<file path="config.mk">
export PLATFORM = sky130hd
export DESIGN_NAME = rv_decode
export DESIGN_NICKNAME = d
export VERILOG_FILES = /design/src/rv_pkg.sv /design/src/rv_decode.sv
export SDC_FILE = /design/constraint.sdc
export NUM_CORES = 1
export LEC_CHECK = 0
export BUFFER_PORTS_ARGS = -buffer_cell sky130_fd_sc_hd__buf_2
export CELL_PAD_IN_SITES_DETAIL_PLACEMENT = 1
export CELL_PAD_IN_SITES_GLOBAL_PLACEMENT = 1
export CORE_ASPECT_RATIO = 0.8
export CORE_MARGIN = 2
export CORE_UTILIZATION = 25
export DETAILED_ROUTE_END_ITERATION = 10
export PLACE_DENSITY_LB_ADDON = 0.3
export SKIP_LAST_GASP = 1
export SLEW_MARGIN = 5
export SYNTH_ARGS = -nofsm -noshare
export SYNTH_HDL_FRONTEND = slang
export SYNTH_SLANG_ARGS = --single-unit
</file>
<file path="constraint.sdc">
create_clock -name vclk -period 3.05
set_clock_uncertainty 0.2 [all_clocks]
set_input_delay 0.61 -clock vclk [all_inputs]
set_output_delay 0.61 -clock vclk [all_outputs]
set_load 0.01 [all_outputs]
</file>
<file path="src/rv_pkg.sv">
package rv_pkg;

    ////////////////////
    // sizes
    localparam int XLEN      = 32;
    localparam int REG_COUNT = 32;
    localparam int REG_AW    = $clog2(REG_COUNT);
    localparam int MEM_BYTES = 32768;
    localparam int MEM_AW    = $clog2(MEM_BYTES);            // byte address bits
    localparam int LOAD_AW   = MEM_AW - 2;                   // word address bits

    localparam logic [XLEN-1:0] UART_TX_ADDR = 32'h0002_0020;

    ////////////////////
    // opcodes and function codes
    localparam logic [6:0] OPC_OP     = 7'b0110011;
    localparam logic [6:0] OPC_OP_IMM = 7'b0010011;
    localparam logic [6:0] OPC_LOAD   = 7'b0000011;
    localparam logic [6:0] OPC_STORE  = 7'b0100011;
    localparam logic [6:0] OPC_BRANCH = 7'b1100011;
    localparam logic [6:0] OPC_JAL    = 7'b1101111;
    localparam logic [6:0] OPC_JALR   = 7'b1100111;
    localparam logic [6:0] OPC_LUI    = 7'b0110111;
    localparam logic [6:0] OPC_AUIPC  = 7'b0010111;

    localparam logic [2:0] F3_ADD  = 3'b000;                 // add, sub, addi, jalr
    localparam logic [2:0] F3_SLL  = 3'b001;
    localparam logic [2:0] F3_SLT  = 3'b010;
    localparam logic [2:0] F3_SLTU = 3'b011;
    localparam logic [2:0] F3_XOR  = 3'b100;
    localparam logic [2:0] F3_SR   = 3'b101;                 // srl and sra
    localparam logic [2:0] F3_OR   = 3'b110;
    localparam logic [2:0] F3_AND  = 3'b111;

    localparam logic [2:0] F3_BEQ  = 3'b000;
    localparam logic [2:0] F3_BNE  = 3'b001;
    localparam logic [2:0] F3_BLT  = 3'b100;
    localparam logic [2:0] F3_BGE  = 3'b101;
    localparam logic [2:0] F3_BLTU = 3'b110;
    localparam logic [2:0] F3_BGEU = 3'b111;

    localparam logic [2:0] F3_MEM_B = 3'b000;                // sb
    localparam logic [2:0] F3_MEM_W = 3'b010;                // lw, sw

    localparam logic [6:0] F7_BASE = 7'b0000000;
    localparam logic [6:0] F7_ALT  = 7'b0100000;             // sub, sra, srai

    ////////////////////
    // types
    typedef enum logic [3:0] {
        ALU_ADD, ALU_SUB, ALU_AND, ALU_OR, ALU_XOR, ALU_SLL, ALU_SRL, ALU_SRA,
        ALU_SLT, ALU_SLTU, ALU_PASS_B, ALU_LINK
    } alu_op_e;

    typedef enum logic [3:0] {
        BR_NONE, BR_BEQ, BR_BNE, BR_BLT, BR_BGE, BR_BLTU, BR_BGEU, BR_JAL, BR_JALR
    } branch_op_e;

    typedef struct packed {
        logic [REG_AW-1:0] rd;
        logic [REG_AW-1:0] rs1;
        logic [REG_AW-1:0] rs2;
        alu_op_e           alu_op;
        branch_op_e        branch_op;
        logic              op_b_imm;
        logic              op_a_pc;
        logic              reg_write;
        logic              is_load;
        logic              is_store_word;
        logic              is_store_byte;
        logic [XLEN-1:0]   imm;
    } decoded_t;

    typedef struct packed {
        logic [XLEN-1:0] addr;
        logic [XLEN-1:0] wdata;
        logic [3:0]      strb;
        logic            load;
    } mem_req_t;

    typedef struct packed {
        logic               en;
        logic [LOAD_AW-1:0] addr;
        logic [XLEN-1:0]    data;
        logic [1:0]         pad;
    } load_port_t;

    typedef struct packed {
        logic       en;
        logic [7:0] data;
    } uart_tx_t;

endpackage
</file>
<file path="src/rv_decode.sv">
`timescale 1ns/1ps

module rv_decode (
    input  logic [rv_pkg::XLEN-1:0] i_inst,
    output rv_pkg::decoded_t        o_dec
);
    import rv_pkg::*;

    logic [6:0]      opcode;
    logic [2:0]      funct3;
    logic [6:0]      funct7;
    logic [XLEN-1:0] imm_i;
    logic [XLEN-1:0] imm_s;
    logic [XLEN-1:0] imm_b;
    logic [XLEN-1:0] imm_u;
    logic [XLEN-1:0] imm_j;

    assign opcode = i_inst[6:0];
    assign funct3 = i_inst[14:12];
    assign funct7 = i_inst[31:25];

    ////////////////////
    // immediate formats
    assign imm_i = {{20{i_inst[31]}}, i_inst[31:20]};
    assign imm_s = {{20{i_inst[31]}}, i_inst[31:25], i_inst[11:7]};
    assign imm_b = {{19{i_inst[31]}}, i_inst[31], i_inst[7], i_inst[30:25], i_inst[11:8], 1'b0};
    assign imm_u = {i_inst[31:12], 12'h000};
    assign imm_j = {{11{i_inst[31]}}, i_inst[31], i_inst[19:12], i_inst[20], i_inst[30:21], 1'b0};

    function automatic alu_op_e arith_op(input logic [2:0] f3, input logic alt);
        case (f3)
            F3_ADD:  return alt ? ALU_SUB : ALU_ADD;
            F3_SLL:  return ALU_SLL;
            F3_SLT:  return ALU_SLT;
            F3_SLTU: return ALU_SLTU;
            F3_XOR:  return ALU_XOR;
            F3_SR:   return alt ? ALU_SRA : ALU_SRL;
            F3_OR:   return ALU_OR;
            default: return ALU_AND;
        endcase
    endfunction

    always_comb begin
        o_dec           = '0;                                // nop unless decoded below
        o_dec.rd        = i_inst[11:7];
        o_dec.rs1       = i_inst[19:15];
        o_dec.rs2       = i_inst[24:20];
        o_dec.alu_op    = ALU_ADD;
        o_dec.branch_op = BR_NONE;
        o_dec.imm       = imm_i;
        case (opcode)
            OPC_OP: begin
                o_dec.alu_op    = arith_op(funct3, funct7 == F7_ALT);
                o_dec.reg_write = (funct7 == F7_BASE) ||
                                  (funct7 == F7_ALT && (funct3 == F3_ADD || funct3 == F3_SR));
            end
            OPC_OP_IMM: begin
                o_dec.op_b_imm  = 1'b1;
                o_dec.alu_op    = arith_op(funct3, funct3 == F3_SR && funct7 == F7_ALT);
                o_dec.reg_write = (funct3 == F3_SLL) ? (funct7 == F7_BASE) :
                                  (funct3 == F3_SR)  ? (funct7 == F7_BASE || funct7 == F7_ALT) :
                                  1'b1;
            end
            OPC_LOAD: begin
                o_dec.op_b_imm  = 1'b1;                      // rs1 + offset
                o_dec.is_load   = (funct3 == F3_MEM_W);
                o_dec.reg_write = (funct3 == F3_MEM_W);
            end
            OPC_STORE: begin
                o_dec.op_b_imm      = 1'b1;
                o_dec.imm           = imm_s;
                o_dec.is_store_word = (funct3 == F3_MEM_W);
                o_dec.is_store_byte = (funct3 == F3_MEM_B);
            end
            OPC_BRANCH: begin
                o_dec.imm = imm_b;
                case (funct3)
                    F3_BEQ:  o_dec.branch_op = BR_BEQ;
                    F3_BNE:  o_dec.branch_op = BR_BNE;
                    F3_BLT:  o_dec.branch_op = BR_BLT;
                    F3_BGE:  o_dec.branch_op = BR_BGE;
                    F3_BLTU: o_dec.branch_op = BR_BLTU;
                    F3_BGEU: o_dec.branch_op = BR_BGEU;
                    default: o_dec.branch_op = BR_NONE;
                endcase
            end
            OPC_JAL: begin
                o_dec.imm       = imm_j;
                o_dec.alu_op    = ALU_LINK;
                o_dec.branch_op = BR_JAL;
                o_dec.reg_write = 1'b1;
            end
            OPC_JALR: begin
                if (funct3 == F3_ADD) begin
                    o_dec.alu_op    = ALU_LINK;
                    o_dec.branch_op = BR_JALR;
                    o_dec.reg_write = 1'b1;
                end
            end
            OPC_LUI: begin
                o_dec.imm       = imm_u;
                o_dec.op_b_imm  = 1'b1;
                o_dec.alu_op    = ALU_PASS_B;
                o_dec.reg_write = 1'b1;
            end
            OPC_AUIPC: begin
                o_dec.imm       = imm_u;
                o_dec.op_b_imm  = 1'b1;
                o_dec.op_a_pc   = 1'b1;                      // pc + upper imm
                o_dec.reg_write = 1'b1;
            end
            default: ;
        endcase
    end

endmodule

</file>
==> results of run 1 <==
## final timing paths
| kind | from | to | slack, ns |
|---|---|---|---|
| max | i_inst[6] | o_dec[24] | 0.15 |
| min | i_inst[17] | o_dec[53] | 1.22 |
## logic make-up after synthesis
group                     Yosys count
xor gates and xnor gates            2
and+or+nand+nor                    54
muxes                               2
AOI/OAI and AO/OA                  43
buffers and inverters              27
## power by group through the flow
| stage | Clock (uW) | Combinational [uW] | Sequential, uW |
|---|---|---|---|
| 2_1_floorplan | 0 | 98.2 | 0 |
| 3_3_place_gp | 0 | 155 | 0 |
| 3_5_place_dp | 0 | 160 | 0 |
| 4_1_cts | 0 | 161 | 0 |
| 5_1_grt | 0 | 175 | 0 |
| 6_report | 0 | 159 | 0 |
## layout make-up
cell class | count | area [um^2] | area share
multi-input combinational | 101 | 723.2 | 0.5689
inverter | 2 | 7.507 | 0.005906
tap | 42 | 52.55 | 0.04134
timing repair buffer | 96 | 488.0 | 0.3839
## metrics by stage
step | cells | cell area (um^2) | hold slack (ns) | util | worst slack (ns)
6_report | 241 | 1271 | 1.221 | 0.3688 | 0.1495
5_1_grt | 241 | 1271 | 1.238 | 0.3688 | 0.006336
3_3_place_gp | 241 | 1271 | 1.221 | 0.3688 | 0.2357
4_1_cts | 241 | 1271 | 1.223 | 0.3688 | 0.1751
3_5_place_dp | 241 | 1271 | 1.224 | 0.3688 | 0.1790
2_1_floorplan | 128 | 900.9 | 1.068 | - | 0.5221
## cell usage in the layout (no fill, tap or decap), types with 2 or more instances in the layout
cell type,count
sky130_fd_sc_hd__a21o_1,19
sky130_fd_sc_hd__a21oi_1,7
sky130_fd_sc_hd__a22o_1,5
sky130_fd_sc_hd__and2_1,7
sky130_fd_sc_hd__and3_1,2
sky130_fd_sc_hd__buf_2,93
sky130_fd_sc_hd__buf_4,3
sky130_fd_sc_hd__inv_1,2
sky130_fd_sc_hd__nand2_1,8
sky130_fd_sc_hd__nand2b_1,3
sky130_fd_sc_hd__nand3b_1,2
sky130_fd_sc_hd__nor2_1,8
sky130_fd_sc_hd__nor2b_1,2
sky130_fd_sc_hd__nor3_1,4
sky130_fd_sc_hd__nor3_2,3
sky130_fd_sc_hd__o21ai_0,4
sky130_fd_sc_hd__o21bai_1,2
sky130_fd_sc_hd__or3_1,2
sky130_fd_sc_hd__or4_4,2
## critical path, stage by stage
cell and delay, ns:
sky130_fd_sc_hd__buf_2 0.13, sky130_fd_sc_hd__nand2b_1 0.21, sky130_fd_sc_hd__nor3_2 0.05, sky130_fd_sc_hd__buf_4 0.20, sky130_fd_sc_hd__nor2_1 0.58, sky130_fd_sc_hd__a21o_1 0.16, sky130_fd_sc_hd__buf_2 0.14
## layer usage
metal | global-route usage | vias up | wire [um]
met5 | 0 | - | 0
met2 | 0.2817 | 55 | 1708
li1 | - | 595 | -
met3 | 0.01913 | 6 | 255
met4 | 0.02695 | 0 | 55
met1 | 0.2265 | 572 | 1532
==> run_summary.xml, run 1 <==
<?xml version="1.0" encoding="UTF-8"?>
<metrics>
  <group name="run_status">
    <metric name="outcome" unit="">finished, final reports clean</metric>
  </group>
  <group name="yosys">
    <metric name="synth-xor-area-share" unit="">0.01944</metric>
    <metric name="post-synth-top-area-cell" unit="">sky130_fd_sc_hd__a21o_1</metric>
    <metric name="synth.mux.area_fraction" unit="">0.02361</metric>
    <metric name="synthAdderAreaFrac" unit="">0</metric>
    <metric name="yosysMostFrequentCell" unit="">sky130_fd_sc_hd__a21o_1</metric>
    <metric name="synth-seq-area-share" unit="">0</metric>
    <metric name="post_synth_instance_area" unit="um^2">900.9</metric>
    <metric name="synthesis.yosys.warnings" unit="">0</metric>
    <metric name="synthesized_area_fraction_occupied_by_ao_oa_aoi_and_oai_cells" unit="">0.3444</metric>
    <metric name="netlist_instances" unit="">128</metric>
    <metric name="postSynthNetCount" unit="">160</metric>
    <metric name="synth_top_cells_by_count" unit="">sky130_fd_sc_hd__a21o_1 (19), sky130_fd_sc_hd__buf_4 (17), sky130_fd_sc_hd__nand2_1 (8), sky130_fd_sc_hd__nor2_1 (8)</metric>
    <metric name="syn_avg_cell_area" unit="um^2">7.038</metric>
    <metric name="yosysUniqueCellTypes" unit="">42</metric>
    <metric name="combinational_family_with_the_most_area_after_synthesis" unit="">simple AND/OR/NAND/NOR gates</metric>
    <metric name="synth_top_area_share" unit="">0.1583</metric>
    <metric name="synth.area.top_cells" unit="">sky130_fd_sc_hd__a21o_1 (16%), sky130_fd_sc_hd__buf_4 (14%), sky130_fd_sc_hd__a22o_1 (4.9%)</metric>
    <metric name="yosys.area_share.simple" unit="">0.4153</metric>
  </group>
  <group name="cells_and_area">
    <metric name="count_of_filler_cells_inserted_in_the_layout" unit="">471</metric>
    <metric name="clock_buffer_count" unit="">0</metric>
    <metric name="drive_above_1_share" unit="">0.5477</metric>
    <metric name="finalNetCount" unit="">233</metric>
    <metric name="growth_of_design_area_from_synthesis_to_finish" unit="%">41.11</metric>
    <metric name="num_antenna_cells" unit="">0</metric>
    <metric name="final-seq-area" unit="um^2">0</metric>
    <metric name="sequential_cell_total" unit="">0</metric>
  </group>
  <group name="detailed_routing">
    <metric name="drt_iter0_drc" unit="">30</metric>
    <metric name="first_pass_iters" unit="">4</metric>
    <metric name="finalWirelength" unit="um">3552</metric>
    <metric name="number_of_vias_after_detailed_routing" unit="">1228</metric>
    <metric name="drt-vias-per-instance" unit="">5.095</metric>
    <metric name="post_drt_wl_per_cell" unit="um">14.74</metric>
    <metric name="route.antenna.remaining_nets" unit="">0</metric>
    <metric name="drt_drc_violations_left" unit="">0</metric>
  </group>
  <group name="floorplanning">
    <metric name="num_io_pins" unit="">93</metric>
    <metric name="floorplan.die_area" unit="um^2">4103</metric>
    <metric name="design.core.area" unit="um^2">3447</metric>
    <metric name="die_w" unit="um">71.12</metric>
    <metric name="die-height" unit="um">57.69</metric>
    <metric name="initial_utilization" unit="">0.2613</metric>
    <metric name="std_cell_rows" unit="">19</metric>
  </group>
  <group name="power">
    <metric name="power_density" unit="nW/um^2">125.0</metric>
    <metric name="combinationalPowerShare" unit="">1.000</metric>
    <metric name="swShare" unit="">0.5680</metric>
    <metric name="net-switching-power" unit="uW">90.26</metric>
    <metric name="clockPowerShare" unit="">0</metric>
    <metric name="sequentialPowerShare" unit="">0</metric>
    <metric name="cellInternalPower" unit="uW">68.63</metric>
    <metric name="total_power" unit="uW">158.9</metric>
    <metric name="p_leak" unit="uW">0.0007399</metric>
    <metric name="peak_ir_drop_on_the_vdd_network" unit="uV">48.71</metric>
  </group>
  <group name="setup_path">
    <metric name="crit_path_start_kind" unit="">input port</metric>
    <metric name="data_arrival_time_of_the_critical_path" unit="ns">2.09</metric>
    <metric name="worst-setup-path-type" unit="">input port to output port</metric>
    <metric name="critPathCaptureType" unit="">output port</metric>
    <metric name="worst_path_required_time" unit="ns">2.24</metric>
    <metric name="crit_path_max_fanout" unit="">15</metric>
  </group>
  <group name="timing">
    <metric name="finalSetupViolations" unit="">0</metric>
    <metric name="post-route-period-util" unit="">0.9510</metric>
    <metric name="layout_min_cycle_time" unit="ns">2.901</metric>
    <metric name="timing_max_transition_violations_final" unit="">0</metric>
    <metric name="tns" unit="ns">0</metric>
    <metric name="max-slew-margin-rel" unit="">0.5038</metric>
    <metric name="timing_hold_violations_final" unit="">0</metric>
    <metric name="setup_repair_after_global_routing_missed_its_margin" unit="">false</metric>
    <metric name="transition_time_at_the_pin_with_the_least_slew_margin" unit="ns">0.7415</metric>
    <metric name="timing.fmax" unit="GHz">0.3448</metric>
  </group>
  <group name="clock_network">
    <metric name="ctsHoldBuffers" unit="">0</metric>
    <metric name="post_cts.resized_instances" unit="">0</metric>
    <metric name="postCtsSetupBuffers" unit="">0</metric>
  </group>
  <group name="global_routing">
    <metric name="vias_in_the_first_global_route" unit="">1183</metric>
    <metric name="grt.overflow.total" unit="">0</metric>
    <metric name="grt.total_usage" unit="">0.1639</metric>
    <metric name="global_route_wire_length_before_repair" unit="um">5733</metric>
    <metric name="initial_antenna_violation_count" unit="">0</metric>
    <metric name="pin_count_of_the_biggest_net_entering_global_routing" unit="">16</metric>
  </group>
  <group name="placed_design">
    <metric name="port_buffer_count" unit="">93</metric>
    <metric name="hpwlAfterDp" unit="um">3024</metric>
    <metric name="gp_congestion" unit="">0.8500</metric>
  </group>
  <group name="hold_path">
    <metric name="hold_path_depth" unit="">2</metric>
    <metric name="worstHoldPathType" unit="">input port to output port</metric>
  </group>
  <group name="job">
    <metric name="drv_cap" unit="">0</metric>
  </group>
</metrics>
Note: power is estimated with default switching activity, not from simulation.
==> inputs of run 2 (changes only) <==
--- a/config.mk
+++ b/config.mk
@@ -12,7 +12,7 @@
 export CORE_MARGIN = 2
 export CORE_UTILIZATION = 25
 export DETAILED_ROUTE_END_ITERATION = 10
-export PLACE_DENSITY_LB_ADDON = 0.3
+export PLACE_DENSITY_LB_ADDON = 0.1
 export SKIP_LAST_GASP = 1
 export SLEW_MARGIN = 5
 export SYNTH_ARGS = -nofsm -noshare
==> run_summary.xml, run 2 (synthesis results as in run 1) <==
<?xml version="1.0" encoding="UTF-8"?>
<metrics>
  <group name="setup_path">
    <metric name="critPathCaptureType" unit="">output port</metric>
    <metric name="worst-setup-path-type" unit="">input port to output port</metric>
    <metric name="crit_path_max_fanout" unit="">10</metric>
    <metric name="data_arrival_time_of_the_critical_path" unit="ns">1.98</metric>
    <metric name="crit_path_start_kind" unit="">input port</metric>
    <metric name="worst_path_required_time" unit="ns">2.24</metric>
  </group>
  <group name="cells_and_area">
    <metric name="growth_of_design_area_from_synthesis_to_finish" unit="%">41.94</metric>
    <metric name="sequential_cell_total" unit="">0</metric>
    <metric name="count_of_filler_cells_inserted_in_the_layout" unit="">463</metric>
    <metric name="finalNetCount" unit="">234</metric>
    <metric name="num_antenna_cells" unit="">0</metric>
    <metric name="final-seq-area" unit="um^2">0</metric>
    <metric name="finalNonFillerCells" unit="">242</metric>
    <metric name="post-route-cell-area" unit="um^2">1279</metric>
    <metric name="layout.core_utilization" unit="">0.3710</metric>
    <metric name="drive_above_1_share" unit="">0.5500</metric>
    <metric name="most_common_cell_after_layout_fill_and_taps_aside" unit="">sky130_fd_sc_hd__buf_2</metric>
    <metric name="clock_buffer_count" unit="">0</metric>
    <metric name="mostFrequentLayoutCells" unit="">sky130_fd_sc_hd__buf_2 (93), sky130_fd_sc_hd__a21o_1 (19), sky130_fd_sc_hd__nor2_1 (8), sky130_fd_sc_hd__nand2_1 (8)</metric>
  </group>
  <group name="timing">
    <metric name="tns" unit="ns">0</metric>
    <metric name="timing.fmax" unit="GHz">0.3582</metric>
    <metric name="setup_repair_after_global_routing_missed_its_margin" unit="">false</metric>
    <metric name="layout_min_cycle_time" unit="ns">2.792</metric>
    <metric name="transition_time_at_the_pin_with_the_least_slew_margin" unit="ns">0.6537</metric>
    <metric name="finalSetupViolations" unit="">0</metric>
    <metric name="post-route-period-util" unit="">0.9153</metric>
    <metric name="max-slew-margin-rel" unit="">0.5626</metric>
    <metric name="timing_hold_violations_final" unit="">0</metric>
    <metric name="timing_max_transition_violations_final" unit="">0</metric>
  </group>
  <group name="job">
    <metric name="drv_cap" unit="">0</metric>
  </group>
  <group name="clock_network">
    <metric name="post_cts.resized_instances" unit="">0</metric>
    <metric name="postCtsSetupBuffers" unit="">0</metric>
    <metric name="ctsHoldBuffers" unit="">0</metric>
  </group>
  <group name="run_status">
    <metric name="outcome" unit="">finished, final reports clean</metric>
  </group>
  <group name="placed_design">
    <metric name="placement.cell_area" unit="um^2">1279</metric>
    <metric name="port_buffer_count" unit="">93</metric>
    <metric name="gp_congestion" unit="">0.8031</metric>
    <metric name="dp_cells" unit="">242</metric>
    <metric name="hpwlAfterDp" unit="um">3095</metric>
  </group>
  <group name="floorplanning">
    <metric name="num_io_pins" unit="">93</metric>
    <metric name="die_w" unit="um">71.12</metric>
    <metric name="design.core.area" unit="um^2">3447</metric>
    <metric name="floorplan.die_area" unit="um^2">4103</metric>
    <metric name="std_cell_rows" unit="">19</metric>
    <metric name="initial_utilization" unit="">0.2613</metric>
    <metric name="die-height" unit="um">57.69</metric>
  </group>
  <group name="detailed_routing">
    <metric name="drt_drc_violations_left" unit="">0</metric>
    <metric name="drt-vias-per-instance" unit="">4.905</metric>
    <metric name="post_drt_wl_per_cell" unit="um">14.74</metric>
    <metric name="number_of_vias_after_detailed_routing" unit="">1187</metric>
    <metric name="finalWirelength" unit="um">3567</metric>
    <metric name="route.antenna.remaining_nets" unit="">0</metric>
    <metric name="drt_iter0_drc" unit="">20</metric>
    <metric name="first_pass_iters" unit="">6</metric>
  </group>
  <group name="global_routing">
    <metric name="vias_in_the_first_global_route" unit="">1128</metric>
    <metric name="pin_count_of_the_biggest_net_entering_global_routing" unit="">15</metric>
    <metric name="initial_antenna_violation_count" unit="">0</metric>
    <metric name="global_route_wire_length_before_repair" unit="um">5589</metric>
    <metric name="grt.overflow.total" unit="">0</metric>
    <metric name="grt.total_usage" unit="">0.1643</metric>
  </group>
  <group name="power">
    <metric name="total_power" unit="uW">158.2</metric>
    <metric name="peak_ir_drop_on_the_vdd_network" unit="uV">52.48</metric>
    <metric name="power_density" unit="nW/um^2">123.7</metric>
    <metric name="p_leak" unit="uW">0.0007452</metric>
  </group>
  <group name="hold_path">
    <metric name="min_from" unit="">i_inst[18]</metric>
    <metric name="hold_path_depth" unit="">2</metric>
    <metric name="min_delay_worst_endpoint" unit="">o_dec[54]</metric>
    <metric name="worstHoldPathType" unit="">input port to output port</metric>
  </group>
</metrics>
## run 2: worst max-delay path by stage
stage                     from         to  slack, ns  depth (start not counted)
floorplan           i_inst[28]  o_dec[42]       0.52                          4
detailed placement   i_inst[2]  o_dec[15]       0.23                          6
global route         i_inst[2]   o_dec[3]       0.11                          7
CTS                  i_inst[2]  o_dec[15]       0.23                          6
finish               i_inst[2]  o_dec[15]       0.26                          6
global placement     i_inst[1]  o_dec[11]       0.24                          6
## run 2: metrics by stage
step | hold WS (ns) | setup WS, ns
3_3_place_gp | 1.220 | 0.2382
4_1_cts | 1.223 | 0.2279
5_1_grt | 1.231 | 0.1113
2_1_floorplan | 1.068 | 0.5221
3_5_place_dp | 1.223 | 0.2329
6_report | 1.220 | 0.2583
## run 2: where the power goes
group          switching (uW)  total (uW)  internal, uW
Clock                       0           0             0
Sequential                  0           0             0
Combinational            89.3         158          68.9
## run 2: area by class of cell
cell class	instances	area, um^2	area share
Inverter	2	7.507	0.005871
Multi-Input combinational cell	101	723.2	0.5656
Tap cell	42	52.55	0.04110
Timing Repair Buffer	97	495.5	0.3875
## run 2: worst max-delay path: stages
cell                      delay [ns]
sky130_fd_sc_hd__buf_2          0.21
sky130_fd_sc_hd__nand3_2        0.14
sky130_fd_sc_hd__or3_1          0.55
sky130_fd_sc_hd__o21ai_4        0.19
sky130_fd_sc_hd__a21o_1         0.16
sky130_fd_sc_hd__buf_2          0.12
## run 2: per-layer routing
layer,vias to the layer above,global-route usage,share of wire
li1,594,-,-
met4,0,0,0
met2,43,0.2964,0.50
met3,0,0.003478,0.045
met5,-,0,0
met1,550,0.2360,0.46
